`src/tile_sched_pkg.sv`:
```
// Tile scheduler definitions
package tile_sched_pkg;

  // Word address width toward memory
  parameter int unsigned ADDR_W = 32;

  // Width of loop counters and read counts
  parameter int unsigned CNT_W = 16;

  // Byte step between two neighbouring column tiles
  parameter int unsigned COL_JMP = 16;

  // X iteration word
  // Rows in the upper half, columns in the lower half
  typedef union packed {
    logic [2*CNT_W-1:0] raw;
    struct packed {
      logic [CNT_W-1:0] rows;
      logic [CNT_W-1:0] cols;
    } dims;
  } x_iters_u;

endpackage : tile_sched_pkg

```
`src/tile_cmd_if.sv`:
```
// Tile command channel
`timescale 1ns/1ps

interface tile_cmd_if;
  import tile_sched_pkg::*;

  logic              push;
  logic              full;
  logic              pop;
  logic [ADDR_W-1:0] base_addr;
  logic [CNT_W-1:0]  num_reads;
  logic              last_tile;

  // Side that offers commands
  modport producer (
    output push, base_addr, num_reads, last_tile,
    input  full, pop
  );

  // Side that takes commands
  modport consumer (
    input  push, base_addr, num_reads, last_tile,
    output full, pop
  );

endinterface : tile_cmd_if

```
`src/x_tile_scheduler.sv`:
```
// X tile scheduler
`timescale 1ns/1ps

module x_tile_scheduler #(
  parameter int unsigned ARRAY_W = 4
) (
  input  logic                              clk_i,
  input  logic                              rst_ni,
  input  logic                              clear_i,
  input  logic                              start_i,
  input  logic [tile_sched_pkg::ADDR_W-1:0] x_addr_i,
  input  tile_sched_pkg::x_iters_u          x_iters_i,
  input  logic [tile_sched_pkg::CNT_W-1:0]  w_iters_i,
  input  logic [tile_sched_pkg::ADDR_W-1:0] rows_offs_i,
  input  logic [tile_sched_pkg::CNT_W-1:0]  leftover_i,
  output logic                              busy_o,
  tile_cmd_if.producer                      cmd_o
);
  import tile_sched_pkg::*;

  logic [CNT_W-1:0]  col_q, witer_q, row_q;
  logic [ADDR_W-1:0] col_offs_q, row_offs_q;
  logic              busy_q;
  logic              last_col, last_witer, last_row;
  logic              step;

  assign last_col   = col_q == x_iters_i.dims.cols - 1'b1;
  assign last_witer = witer_q == w_iters_i - 1'b1;
  assign last_row   = row_q == x_iters_i.dims.rows - 1'b1;

  // A command moves on only when the FIFO took it
  assign step = cmd_o.pop;

  always_ff @(posedge clk_i or negedge rst_ni) begin : busy_register
    if (~rst_ni) begin
      busy_q <= 1'b0;
    end else if (clear_i) begin
      busy_q <= 1'b0;
    end else if (step && cmd_o.last_tile) begin
      busy_q <= 1'b0;
    end else if (start_i) begin
      busy_q <= 1'b1;
    end
  end

  // Columns innermost
  always_ff @(posedge clk_i or negedge rst_ni) begin : col_register
    if (~rst_ni) begin
      col_q      <= '0;
      col_offs_q <= '0;
    end else if (clear_i) begin
      col_q      <= '0;
      col_offs_q <= '0;
    end else if (step) begin
      col_q      <= last_col ? '0 : col_q + 1'b1;
      col_offs_q <= last_col ? '0 : col_offs_q + ADDR_W'(COL_JMP);
    end
  end

  // W iterations wrap once per full column sweep
  always_ff @(posedge clk_i or negedge rst_ni) begin : witer_register
    if (~rst_ni) begin
      witer_q <= '0;
    end else if (clear_i) begin
      witer_q <= '0;
    end else if (step && last_col) begin
      witer_q <= last_witer ? '0 : witer_q + 1'b1;
    end
  end

  // Rows outermost
  always_ff @(posedge clk_i or negedge rst_ni) begin : row_register
    if (~rst_ni) begin
      row_q      <= '0;
      row_offs_q <= '0;
    end else if (clear_i) begin
      row_q      <= '0;
      row_offs_q <= '0;
    end else if (step && last_col && last_witer) begin
      row_q      <= last_row ? '0 : row_q + 1'b1;
      row_offs_q <= last_row ? '0 : row_offs_q + rows_offs_i;
    end
  end

  assign cmd_o.push      = busy_q && !cmd_o.full;
  assign cmd_o.base_addr = x_addr_i + row_offs_q + col_offs_q;

  // Last row may be partial when leftover rows are set
  assign cmd_o.num_reads = (last_row && leftover_i != '0) ? leftover_i : CNT_W'(ARRAY_W);
  assign cmd_o.last_tile = last_col && last_witer && last_row;

  assign busy_o = busy_q;

endmodule : x_tile_scheduler

```
`src/tile_cmd_fifo.sv`:
```
// Tile command FIFO
`timescale 1ns/1ps

module tile_cmd_fifo #(
  parameter int unsigned FIFO_DEPTH = 4
) (
  input  logic         clk_i,
  input  logic         rst_ni,
  input  logic         clear_i,
  tile_cmd_if.consumer in_i,
  tile_cmd_if.producer out_o
);
  import tile_sched_pkg::*;

  localparam int unsigned PTR_W = (FIFO_DEPTH > 1) ? $clog2(FIFO_DEPTH) : 1;
  localparam int unsigned CNT_BITS = $clog2(FIFO_DEPTH + 1);
  localparam int unsigned ENTRY_W = ADDR_W + CNT_W + 1;

  logic [ENTRY_W-1:0]  mem_q [FIFO_DEPTH];
  logic [PTR_W-1:0]    wr_ptr_q, rd_ptr_q;
  logic [CNT_BITS-1:0] count_q;
  logic                wr_en, rd_en;

  assign in_i.full = count_q == CNT_BITS'(FIFO_DEPTH);
  assign in_i.pop  = in_i.push && !in_i.full;
  assign wr_en     = in_i.pop;
  assign rd_en     = out_o.pop;

  always_ff @(posedge clk_i or negedge rst_ni) begin : pointer_register
    if (~rst_ni) begin
      wr_ptr_q <= '0;
      rd_ptr_q <= '0;
      count_q  <= '0;
    end else if (clear_i) begin
      wr_ptr_q <= '0;
      rd_ptr_q <= '0;
      count_q  <= '0;
    end else begin
      if (wr_en) begin
        wr_ptr_q <= (wr_ptr_q == PTR_W'(FIFO_DEPTH - 1)) ? '0 : wr_ptr_q + 1'b1;
      end
      if (rd_en) begin
        rd_ptr_q <= (rd_ptr_q == PTR_W'(FIFO_DEPTH - 1)) ? '0 : rd_ptr_q + 1'b1;
      end
      count_q <= count_q + CNT_BITS'(wr_en) - CNT_BITS'(rd_en);
    end
  end

  always_ff @(posedge clk_i) begin : storage
    if (wr_en) begin
      mem_q[wr_ptr_q] <= {in_i.last_tile, in_i.num_reads, in_i.base_addr};
    end
  end

  // Head entry is valid whenever something is stored
  assign out_o.push = count_q != '0;
  assign {out_o.last_tile, out_o.num_reads, out_o.base_addr} = mem_q[rd_ptr_q];

endmodule : tile_cmd_fifo

```
`src/x_addr_walker.sv`:
```
// X address walker
`timescale 1ns/1ps

module x_addr_walker (
  input  logic                              clk_i,
  input  logic                              rst_ni,
  input  logic                              clear_i,
  input  logic [tile_sched_pkg::ADDR_W-1:0] d1_stride_i,
  input  logic                              mem_gnt_i,
  tile_cmd_if.consumer                      cmd_i,
  output logic [tile_sched_pkg::ADDR_W-1:0] addr_o,
  output logic                              addr_valid_o,
  output logic                              tile_last_o,
  output logic                              job_done_o
);
  import tile_sched_pkg::*;

  logic [ADDR_W-1:0] addr_q;
  logic [CNT_W-1:0]  remain_q;
  logic              active_q;
  logic              last_tile_q;
  logic              final_addr;

  assign final_addr = active_q && remain_q == CNT_W'(1);

  // Ready when idle or when the last address of the tile is granted
  assign cmd_i.full = active_q && !(final_addr && mem_gnt_i);
  assign cmd_i.pop  = cmd_i.push && !cmd_i.full;

  always_ff @(posedge clk_i or negedge rst_ni) begin : control_register
    if (~rst_ni) begin
      active_q    <= 1'b0;
      remain_q    <= '0;
      last_tile_q <= 1'b0;
    end else if (clear_i) begin
      active_q    <= 1'b0;
      remain_q    <= '0;
      last_tile_q <= 1'b0;
    end else if (cmd_i.pop) begin
      active_q    <= 1'b1;
      remain_q    <= cmd_i.num_reads;
      last_tile_q <= cmd_i.last_tile;
    end else if (active_q && mem_gnt_i) begin
      active_q <= !final_addr;
      remain_q <= remain_q - 1'b1;
    end
  end

  always_ff @(posedge clk_i) begin : addr_register
    if (cmd_i.pop) begin
      addr_q <= cmd_i.base_addr;
    end else if (active_q && mem_gnt_i) begin
      addr_q <= addr_q + d1_stride_i;
    end
  end

  assign addr_o       = addr_q;
  assign addr_valid_o = active_q;
  assign tile_last_o  = final_addr;
  assign job_done_o   = final_addr && last_tile_q && mem_gnt_i;

endmodule : x_addr_walker

```
`src/x_load_unit.sv`:
```
// X operand load unit
`timescale 1ns/1ps

module x_load_unit #(
  parameter int unsigned ARRAY_W    = 4,
  parameter int unsigned FIFO_DEPTH = 4
) (
  input  logic                              clk_i,
  input  logic                              rst_ni,
  input  logic                              clear_i,
  input  logic                              start_i,
  input  logic [tile_sched_pkg::ADDR_W-1:0] x_addr_i,
  input  logic [31:0]                       x_iters_i,
  input  logic [tile_sched_pkg::CNT_W-1:0]  w_iters_i,
  input  logic [tile_sched_pkg::ADDR_W-1:0] rows_offs_i,
  input  logic [tile_sched_pkg::CNT_W-1:0]  leftover_i,
  input  logic [tile_sched_pkg::ADDR_W-1:0] d1_stride_i,
  input  logic                              mem_gnt_i,
  output logic                              busy_o,
  output logic [tile_sched_pkg::ADDR_W-1:0] addr_o,
  output logic                              addr_valid_o,
  output logic                              tile_last_o,
  output logic                              job_done_o
);

  tile_cmd_if sched_if ();
  tile_cmd_if walk_if ();

  x_tile_scheduler #(
    .ARRAY_W (ARRAY_W)
  ) i_scheduler (
    .clk_i       (clk_i),
    .rst_ni      (rst_ni),
    .clear_i     (clear_i),
    .start_i     (start_i),
    .x_addr_i    (x_addr_i),
    .x_iters_i   (x_iters_i),
    .w_iters_i   (w_iters_i),
    .rows_offs_i (rows_offs_i),
    .leftover_i  (leftover_i),
    .busy_o      (busy_o),
    .cmd_o       (sched_if.producer)
  );

  tile_cmd_fifo #(
    .FIFO_DEPTH (FIFO_DEPTH)
  ) i_cmd_fifo (
    .clk_i   (clk_i),
    .rst_ni  (rst_ni),
    .clear_i (clear_i),
    .in_i    (sched_if.consumer),
    .out_o   (walk_if.producer)
  );

  x_addr_walker i_walker (
    .clk_i        (clk_i),
    .rst_ni       (rst_ni),
    .clear_i      (clear_i),
    .d1_stride_i  (d1_stride_i),
    .mem_gnt_i    (mem_gnt_i),
    .cmd_i        (walk_if.consumer),
    .addr_o       (addr_o),
    .addr_valid_o (addr_valid_o),
    .tile_last_o  (tile_last_o),
    .job_done_o   (job_done_o)
  );

endmodule : x_load_unit

```
`config.mk`:
```
export PLATFORM = sky130hd
export DESIGN_NAME = x_load_unit
export DESIGN_NICKNAME = d
export VERILOG_FILES = /design/src/tile_sched_pkg.sv /design/src/tile_cmd_if.sv /design/src/x_tile_scheduler.sv /design/src/tile_cmd_fifo.sv /design/src/x_addr_walker.sv /design/src/x_load_unit.sv
export SDC_FILE = /design/constraint.sdc
export NUM_CORES = 1
export LEC_CHECK = 0
export BUFFER_PORTS_ARGS = -buffer_cell sky130_fd_sc_hd__buf_2
export CAP_MARGIN = 20
export CORE_UTILIZATION = 55
export CTS_CLUSTER_SIZE = 14
export DETAILED_ROUTE_END_ITERATION = 12
export PLACE_DENSITY = 0.75
export SKIP_LAST_GASP = 1
export SLEW_MARGIN = 10
export SYNTH_ARGS = -nofsm -noshare
export SYNTH_HDL_FRONTEND = slang
export SYNTH_SLANG_ARGS = --single-unit
export TNS_END_PERCENT = 50
```
`constraint.sdc`:
```
create_clock -name clk_i -period 10 [get_ports clk_i]
set_clock_uncertainty 0.1 [all_clocks]
set_input_delay 0 -clock clk_i [delete_from_list [all_inputs] [get_ports clk_i]]
set_output_delay 0 -clock clk_i [all_outputs]
set_load 0.03 [all_outputs]
```
After elaboration in Yosys (flattened, before gate mapping)
Memory sizes are Yosys's and may differ from the RTL's.
Index checks and enable logic that the tools add are counted.

cells by class
  bitwise operators = 0
  divide/modulo/power cells = 0
  multiplexer cells = 38
  multipliers = 0
  add/sub/neg operators = 16
  magnitude comparators = 0
  reduce and logical (&&, ||, !) cells = 28
  shift-type cells = 0
  eq/ne operators = 7

operators by type and width
  operator                 number
  $mux W32                 8
  $mux W16                 13
  $add A32 B32 Y32         4
  $sub A16 B1 Y16 const B  4
  $add A16 B1 Y16 const B  3
  $eq A16 B16 Y1           3
  $add A32 B5 Y32 const B  1
  $eq A16 B1 Y1 const B    1
  $reduce_bool A16 Y1      1
  $logic_and A1 B1 Y1      15
  $mux W2                  6
  $mux W1                  10
  $reduce_bool A2 Y1       5
  $reduce_bool A3 Y1       3
  $add A2 B1 Y2 const B    2
  $eq A2 B2 Y1 const B     2
  $logic_not A1 Y1         4
  $add A3 B1 Y3            1
  $eq A3 B3 Y1 const B     1
  $mux W3                  1
  $sub A3 B1 Y3            1

word-level totals
  logic and storage cells = 103
  memories = 1
  bits in read-only memories = 0
  memory bits (writable) = 196
  input bits = 165
  flip-flop bits (word level) = 170
  latch bits = 0

memories
  name              depth  bits a word  rd ports  clocked after memory_dff  write ports  RTL line             RTL
  i_cmd_fifo.mem_q  4      49           1         0                         1            tile_cmd_fifo.sv:19  logic [ENTRY_W-1:0] mem_q [FIFO_DEPTH];

Depth between registers and ports, before layout
Gate-level depths: netlist (run 1).

  depth after elaboration = 9
  gate-level depth with buffers = 16

Modules after synthesis
Synthesis (run 1) repeated with hierarchy kept, for this count alone.

second synthesis, totals
  cell total of the unflattened synthesis = 2043
  area, all modules = 22340.2 um2

modules (own cells, without submodules)
  module            area an instance (um2)  times used  cells each  sequential area each (um2)
  x_tile_scheduler  10556.4                 1           1272        2727.6
  tile_cmd_fifo     7706.1                  1           304         6060.8
  x_addr_walker     4077.7                  1           467         1411.4

Worst setup path after synthesis (run 1)
No wires, ideal clock.

  path type = register to register
  start point = reg i_walker.remain_q[12]
  end point = reg i_cmd_fifo.count_q[2]
  cell stages (with the launch flop) = 16
  data arrival time = 3.728 ns
  data required time = 9.768 ns
  path slack = 6.040 ns
  cells stage by stage = dfrtp_1 > nor4_1 > nand2b_1 > nor4_1 > nand2_1 > nand2_1 > o31ai_1 > clkinv_1 > clkbuf_1 > ha_1 > inv_1 > ha_1 > inv_1 > fa_1 > xnor2_1 > nor2_1

between the ends
  longest elaborated chain between the ends = 9

RTL lines
  what                      RTL line             RTL
  start: declaration        x_addr_walker.sv:19  logic [CNT_W-1:0] remain_q;
  start signal: assignment  x_addr_walker.sv:41  remain_q <= cmd_i.num_reads;
  start signal: assignment  x_addr_walker.sv:45  remain_q <= remain_q - 1'b1;
  $eq A16 B1 Y1             x_addr_walker.sv:24  assign final_addr = active_q && remain_q == CNT_W'(1);
  $logic_and A1 B1 Y1       x_addr_walker.sv:24
  via tile_last_o           x_load_unit.sv:22    output logic tile_last_o,
  $logic_and A1 B1 Y1       x_addr_walker.sv:27  assign cmd_i.full = active_q && !(final_addr && mem_gnt_i);
  $logic_not A1 Y1          x_addr_walker.sv:27
  $logic_and A1 B1 Y1       x_addr_walker.sv:27
  $logic_not A1 Y1          x_addr_walker.sv:28  assign cmd_i.pop = cmd_i.push && !cmd_i.full;
  $logic_and A1 B1 Y1       x_addr_walker.sv:28
  $sub A3 B1 Y3             tile_cmd_fifo.sv:45  count_q <= count_q + CNT_BITS'(wr_en) - CNT_BITS'(rd_en);
  $mux W3                   tile_cmd_fifo.sv:34  end else if (clear_i) begin
  end signal: assignment    tile_cmd_fifo.sv:45
  end: declaration          tile_cmd_fifo.sv:21  logic [CNT_BITS-1:0] count_q;

The timed path passes the listed nets, and every way through them passes these cells.
A chain may end at the register's enable or synchronous reset.

Final worst setup path (run 1)
  start point = reg i_walker.addr_q[1], in the netlist i_walker.addr_o[1]
  end point = reg i_walker.addr_q[31], in the netlist i_walker.addr_o[31] (data pin)

between the ends
  longest elaborated chain between the ends = 3

RTL lines
  what                      RTL line             RTL
  start: declaration        x_addr_walker.sv:18  logic [ADDR_W-1:0] addr_q;
  start signal: assignment  x_addr_walker.sv:51  addr_q <= cmd_i.base_addr;
  start signal: assignment  x_addr_walker.sv:53  addr_q <= addr_q + d1_stride_i;
  $add A32 B32 Y32          x_addr_walker.sv:53
  $mux W32                  x_addr_walker.sv:52  end else if (active_q && mem_gnt_i) begin
  $mux W32                  x_addr_walker.sv:50  if (cmd_i.pop) begin

Every way passes these cells. The select of a mux whose other input is x is not followed.

==> flow_metrics.tcl, run 1 <==
set metrics [dict create \
    status "finished, final reports clean" \
    grt_max_degree 76 \
    cts.clk_slew.worst_paths_ns 0.06 \
    critPathLaunch "i_walker.addr_o[1]" \
    cts-htree-levels 2 \
    rrSetupSlack_ns 5.77 \
    wl_per_cell_um 18.8 \
    start_kind "register" \
    yosysSeqAreaShare_pct 46.7 \
    place_congestion 0.915 \
    max_cap_violations 0 \
    row_count 72 \
    drt-pass1-iter-count 7 \
    seq_area_um2 10200 \
    ys_top_cells_by_count "edfxtp_1 (228), o21ai_0 (184), nand2_1 (170)" \
    reg2reg_from "i_walker.addr_o[1]" \
    die_area_um2 40500 \
    clkSinkCount 362 \
    routed_via_density 5.97 \
    path_delay_family "compound AO/OA/AOI/OAI gates" \
    yosysMostFrequentCell "edfxtp_1" \
    finalCriticalPeriod_ns 4.23 \
    yosys_warnings 0 \
    tns_ns 0 \
    drt_iter0_drc 1239 \
    wl_um 53300 \
    timing.final.crit_share_pct 42.3 \
    cts_resized 0 \
    yosys_register_bits 362 \
    clockBufferDepth 3 \
    finalWorstSetupSlack_ns 5.77 \
    yosysTopAreaCell "edfxtp_1" \
    drc 0 \
    rsz0062_at_grt "no" \
    antenna_found_initial 2 \
    dp.cells 2672 \
    place_ws_ns 5.57 \
    netlist.area_leader.share_pct 31.4 \
    tritoncts "built" \
    via_count 16889 \
    synth_edf_count 228 \
    area_delta_synth_final_pct 16.7 \
    final_nets 2584 \
    synthCells 2021 \
    syn_nets 2329 \
    cp_slowest_stage_delay_ns 0.55 \
    p_per_area_nw_per_um2 206 \
    finalHoldViolations 0 \
    p_leak_uw 0.0106 \
    irDropWorstVdd_mv 0.140 \
    grt-ovfl-total 0 \
    synth.area.top_cells "edfxtp_1 (31%), dfrtp_1 (15%), ha_1 (6.4%)" \
    stdcell_count 2827 \
    async_reset_ff_share_pct 37.0 \
    worstPathCellList "ha_1 -> a21o_1 -> a21oi_1 -> o21a_1 -> nor2_1 -> a2111o_1 -> a21o_1 -> a41oi_1 -> o21bai_1 -> nand4_1 -> dlygate4sd3_1 -> and3_1 -> dlygate4sd3_1" \
    ant_nets 0 \
    synth_area_um2 21800 \
    dpl.hpwl_um 36600 \
    path_buf_inv 2 \
    maxSlewViolCount 0 \
    grt_pass1_wl_um 85600 \
    tightest_slew_ns 1.08 \
    yosys_most_used_dff "edfxtp_1" \
    crit_arrival_ns 4.54 \
    crit_slowest_cell "dlygate4sd3_1" \
    synth_cell_types 76 \
    hold_start "d1_stride_i[9]" \
    end_kind "register" \
    fill_cells 2971 \
    grt.total_usage_pct 26.3 \
    die_h_um 201 \
    min_path_type "input port to register" \
    multi_input_area_um2 11200 \
    required_ns 10.31 \
    relSlewSlack_pct 27.2 \
    clock_latency_ns 0.55 \
    core_um2 38900 \
    port_buffers 200 \
    ioPinCount 201 \
    setup_viol 0 \
    postSynthAreaPerCell_um2 10.8 \
    die_w_um 201 \
    cts_root_buf "clkbuf_16" \
    critical_path_class "register to register" \
    cts_buffers 39 \
    grt_pass1_vias 16389 \
    drive_gt1_share_pct 15.6 \
    fmax_mhz 236 \
    worstPathMaxFanout 4 \
    start_util_pct 56.1 \
]
## logic make-up (layout without fill, tap and decap cells)
| kind of cell | Yosys count | after routing | synth area share (%) |
|---|---|---|---|
| and+or+nand+nor | 635 | 635 | 14.8 |
| AOI/OAI and AO/OA | 529 | 529 | 14.8 |
| DFF | 362 | 362 | 46.7 |
| xor gates and xnor gates | 164 | 164 | 6.58 |
| adders and majority gates | 143 | 143 | 9.26 |
| buffers and inverters | 130 | 416 | 2.29 |
| muxes | 58 | 58 | 5.49 |
| other | 0 | 2 | 0 |
## layout by cell type (no fill, tap or decap), drive strengths merged, types with 55 or more instances in the layout
cell type | synthesis | final
ha | 112 | 112
nand2 | 170 | 170
a21oi | 121 | 121
o21ai | 200 | 200
dfrtp | 134 | 134
dlygate4sd3 | 0 | 80
xor2 | 75 | 75
and3 | 67 | 67
xnor2 | 89 | 89
nand3 | 55 | 55
buf | 7 | 216
edfxtp | 228 | 228
nor2 | 121 | 121
## routing by layer
metal	global-route usage [%]	vias to the layer above	routed length [µm]
met1	35.9	8167	23200
met5	0	-	0
met3	3.11	82	2850
met4	8.52	0	1410
li1	-	8093	-
met2	43.9	547	25800
## where the power goes
part           total [µW]  internal, µW  switching [µW]
logic                1810           737            1070
clock network        1500           893             610
registers            1950          1840             106
total                5250          3470            1780
## metrics by stage
stage               power (µW)  cell area [µm²]  hold slack, ns  utilization [%]
finish                    5250            25500          0.0166             65.5
global route              5520            25500          0.0483             65.5
CTS                       5250            25500        0.000991             65.4
detailed placement        3710            23300         -0.0294             59.9
global placement          3660            23300         -0.0304             59.9
floorplan                 3260            21800          -0.396                -
## worst paths after layout
check	to	cells past startpoint
hold reg to reg	i_scheduler.witer_q[15]	1
setup reg to reg	i_walker.addr_o[31]	13
hold / removal	i_walker.addr_o[9]	4
min in group asynchronous	i_walker.remain_q[9]	3
setup / recovery	i_walker.addr_o[31]	13
max in group asynchronous	i_cmd_fifo.wr_ptr_q[1]	4
## layout make-up
| type | instances | share of cell area (%) |
|---|---|---|
| Tap cell | 518 | 2.54 |
| Clock inverter | 22 | 1.04 |
| Clock buffer | 50 | 4.19 |
| Sequential cell | 362 | 40.0 |
| Timing Repair Buffer | 296 | 7.62 |
| Inverter | 48 | 0.707 |
| Antenna cell | 2 | 0.0196 |
| Multi-Input combinational cell | 1529 | 43.8 |
## state kept, by name, summed over array words and instances, names as in the netlist
| register | flops |
|---|---|
| i_scheduler.col_q | 16 |
| i_cmd_fifo.count_q | 3 |
| i_cmd_fifo.wr_ptr_q | 2 |
| i_scheduler.col_offs_q | 28 |
| i_walker.addr_o | 32 |
| i_walker.last_tile_q | 1 |
| i_cmd_fifo.mem_q | 196 |
| i_walker.addr_valid_o | 1 |
| i_scheduler.row_offs_q | 32 |
| i_scheduler.busy_o | 1 |
| i_cmd_fifo.rd_ptr_q | 2 |
| i_scheduler.row_q | 16 |
| i_walker.remain_q | 16 |
| i_scheduler.witer_q | 16 |
## timing repair
| action | in CTS | in global routing |
|---|---|---|
| setup buffers | 0 | 0 |
| hold endpoints to repair | 225 | 0 |
| hold buffers | 80 | 0 |
## worst min-delay path, cell delays in order
cell     delay (ns)
buf_2          0.08
ha_1           0.21
xnor2_1        0.11
a21oi_1        0.13
(Power assumes the default switching activity.)
==> run 2, diff against run 1 <==
- PLACE_DENSITY: 0.75 -> 0.78
- clock period: 10 -> 3.7 ns (I/O delays scaled with it)
==> run 2 against run 1 <==
Effect of this change:
- the run now ends with hold timing left
- worst setup slack got worse by 5.7 ns
- flip-flop and latch count did not move
- critical path depth fell by 1
- final cell count rose by 1.2%
- largest cell class unchanged
- highest routed layer unchanged
==> flow_metrics.tcl, run 2 (synthesis results as in run 1) <==
set metrics [dict create \
    top_register "i_cmd_fifo.mem_q" \
    cts-htree-levels 2 \
    cts.clk_slew.worst_paths_ns 0.06 \
    drt_iter0_drc 1226 \
    worstReg2RegEnd "i_cmd_fifo.mem_q[3][27]" \
    max_cap_violations 0 \
    timing.final.crit_share_pct 98.3 \
    die_h_um 201 \
    fill_cells 2906 \
    grt_pass1_vias 17168 \
    die_area_um2 40500 \
    routed_via_density 6.00 \
    cts_root_buf "clkbuf_16" \
    die_w_um 201 \
    irDropWorstVdd_mv 0.333 \
    rsz0062_at_grt "yes" \
    wl_um 54900 \
    drt-pass1-iter-count 6 \
    via_count 17166 \
    clock_latency_ns 0.55 \
    hold_slack_ns -0.00121 \
    status "finished with violations" \
    r2r_cells 12 \
    grt_pass1_wl_um 88400 \
    drc 0 \
    place_congestion 0.946 \
    internal-power_uw 9510 \
    placed_cell_area_um2 23600 \
    port_buffers 200 \
    worstPathMaxFanout 4 \
    final_cell_mix "edfxtp_1 (228), buf_2 (199), o21ai_0 (182)" \
    seq_area_um2 10200 \
    drive_gt1_share_pct 17.4 \
    grt-ovfl-total 0 \
    critical_path_class "register to register" \
    relSlewSlack_pct 29.3 \
    core_um2 38900 \
    dpl.hpwl_um 38700 \
    end_kind "register" \
    setup_viol 0 \
    wl_met3_um 2730 \
    antenna_found_initial 2 \
    wl_per_cell_um 19.2 \
    p_clk_share_pct 28.8 \
    reg2reg_from "i_scheduler.row_offs_q[16]" \
    p_total_uw 14300 \
    m1WireLength_um 23600 \
    fin_area_um2 25900 \
    place_ws_ns -0.0581 \
    swShare_pct 33.5 \
    combinationalPowerShare_pct 33.7 \
    tightest_slew_ns 1.06 \
    tritoncts "built" \
    finalWorstSetupSlack_ns 0.0644 \
    ioPinCount 201 \
    rrSetupSlack_ns 0.06 \
    clockBufferDepth 3 \
    p_seq_share_pct 37.5 \
    finalHoldViolations 3 \
    layout_commonest_cell "edfxtp_1" \
    grt.total_usage_pct 27.1 \
    grt_max_degree 82 \
    multi_input_area_um2 11300 \
    ant_nets 0 \
    clkSinkCount 362 \
    required_ns 3.90 \
    start_kind "register" \
    p_leak_uw 0.0108 \
    violations "hold timing" \
    final_nets 2619 \
    maxSlewViolCount 0 \
    row_count 72 \
    area_delta_synth_final_pct 18.5 \
    met2_length_um 27100 \
    fmax_mhz 275 \
    min_path_type "input port to asynchronous set/reset pin" \
    finalCriticalPeriod_ns 3.64 \
    start_util_pct 56.1 \
    crit_arrival_ns 3.83 \
    switchingPower_uw 4800 \
    highest_layer "met4" \
    p_per_area_nw_per_um2 553 \
    cts_buffers 39 \
    largest_reg_flops 196 \
]
-- run 2: layout make-up --
class | instances | area share, %
antenna | 3 | 0.0290
clock buffer | 55 | 4.13
clock inverter | 15 | 1.04
inverter | 48 | 0.697
multi-input combinational | 1529 | 43.6
sequential | 362 | 39.5
tap | 518 | 2.51
timing repair buffer | 331 | 8.58
-- run 2: worst max-delay path by stage --
stage                                     startpoint                      end  slack [ns]
after detailed placement   i_scheduler.row_offs_q[2]  i_cmd_fifo.mem_q[3][30]       -0.06
after CTS                  i_scheduler.row_offs_q[2]  i_cmd_fifo.mem_q[1][30]        0.01
after global routing       i_scheduler.row_offs_q[3]  i_cmd_fifo.mem_q[3][27]       -0.02
after global placement     i_scheduler.row_offs_q[2]  i_cmd_fifo.mem_q[0][30]        0.05
final                     i_scheduler.row_offs_q[16]  i_cmd_fifo.mem_q[3][27]        0.06
after floorplan            i_scheduler.row_offs_q[2]  i_cmd_fifo.mem_q[0][30]        0.11
-- run 2: timing repair --
| action | CTS | global route |
|---|---|---|
| setup buffers | 0 | 2 |
| cloned | 0 | 0 |
| gates resized for setup | 3 | 13 |
| setup endpoints to repair | 4 | 25 |
| endpoints found under the hold margin | 235 | 0 |
| pin swaps | 1 | 6 |
| hold buffers | 76 | 0 |
-- run 2: power groups by stage --
| stage | registers, µW | clock network [µW] | logic (µW) |
|---|---|---|---|
| 3_5_place_dp | 5440 | 0 | 4700 |
| 5_1_grt | 5410 | 4320 | 5320 |
| 6_report | 5360 | 4120 | 4830 |
| 4_1_cts | 5360 | 4140 | 4820 |
| 3_3_place_gp | 5410 | 0 | 4600 |
| 2_1_floorplan | 5650 | 0 | 3160 |
-- run 2: layer usage --
layer  global-route usage [%]  up-vias
met4                     8.90        0
met5                        0        -
met1                     35.7     8333
met2                     46.3      560
li1                         -     8175
met3                     3.51       98
-- run 2: worst max-delay path, cell delays in order (launching register included) --
cell and delay [ns]:
dfrtp_1 0.43, fa_1 0.48, ha_1 0.34, a21oi_1 0.21
o21bai_1 0.09, a21o_1 0.17, a21oi_1 0.24, buf_4 0.17
nand4_1 0.20, a31oi_1 0.41, o21bai_1 0.11, a21oi_1 0.19
xnor2_1 0.25
-- run 2: through the flow --
step	setup TNS, ns	hold WS (ns)	cells	util (%)
global placement	0	0.0104	2710	60.8
floorplan	0	-0.396	2021	-
global route	-0.0576	0.0366	2860	66.4
finish	0	-0.00121	2861	66.4
detailed placement	-0.232	0.0124	2710	60.8
CTS	0	0.00227	2856	66.2
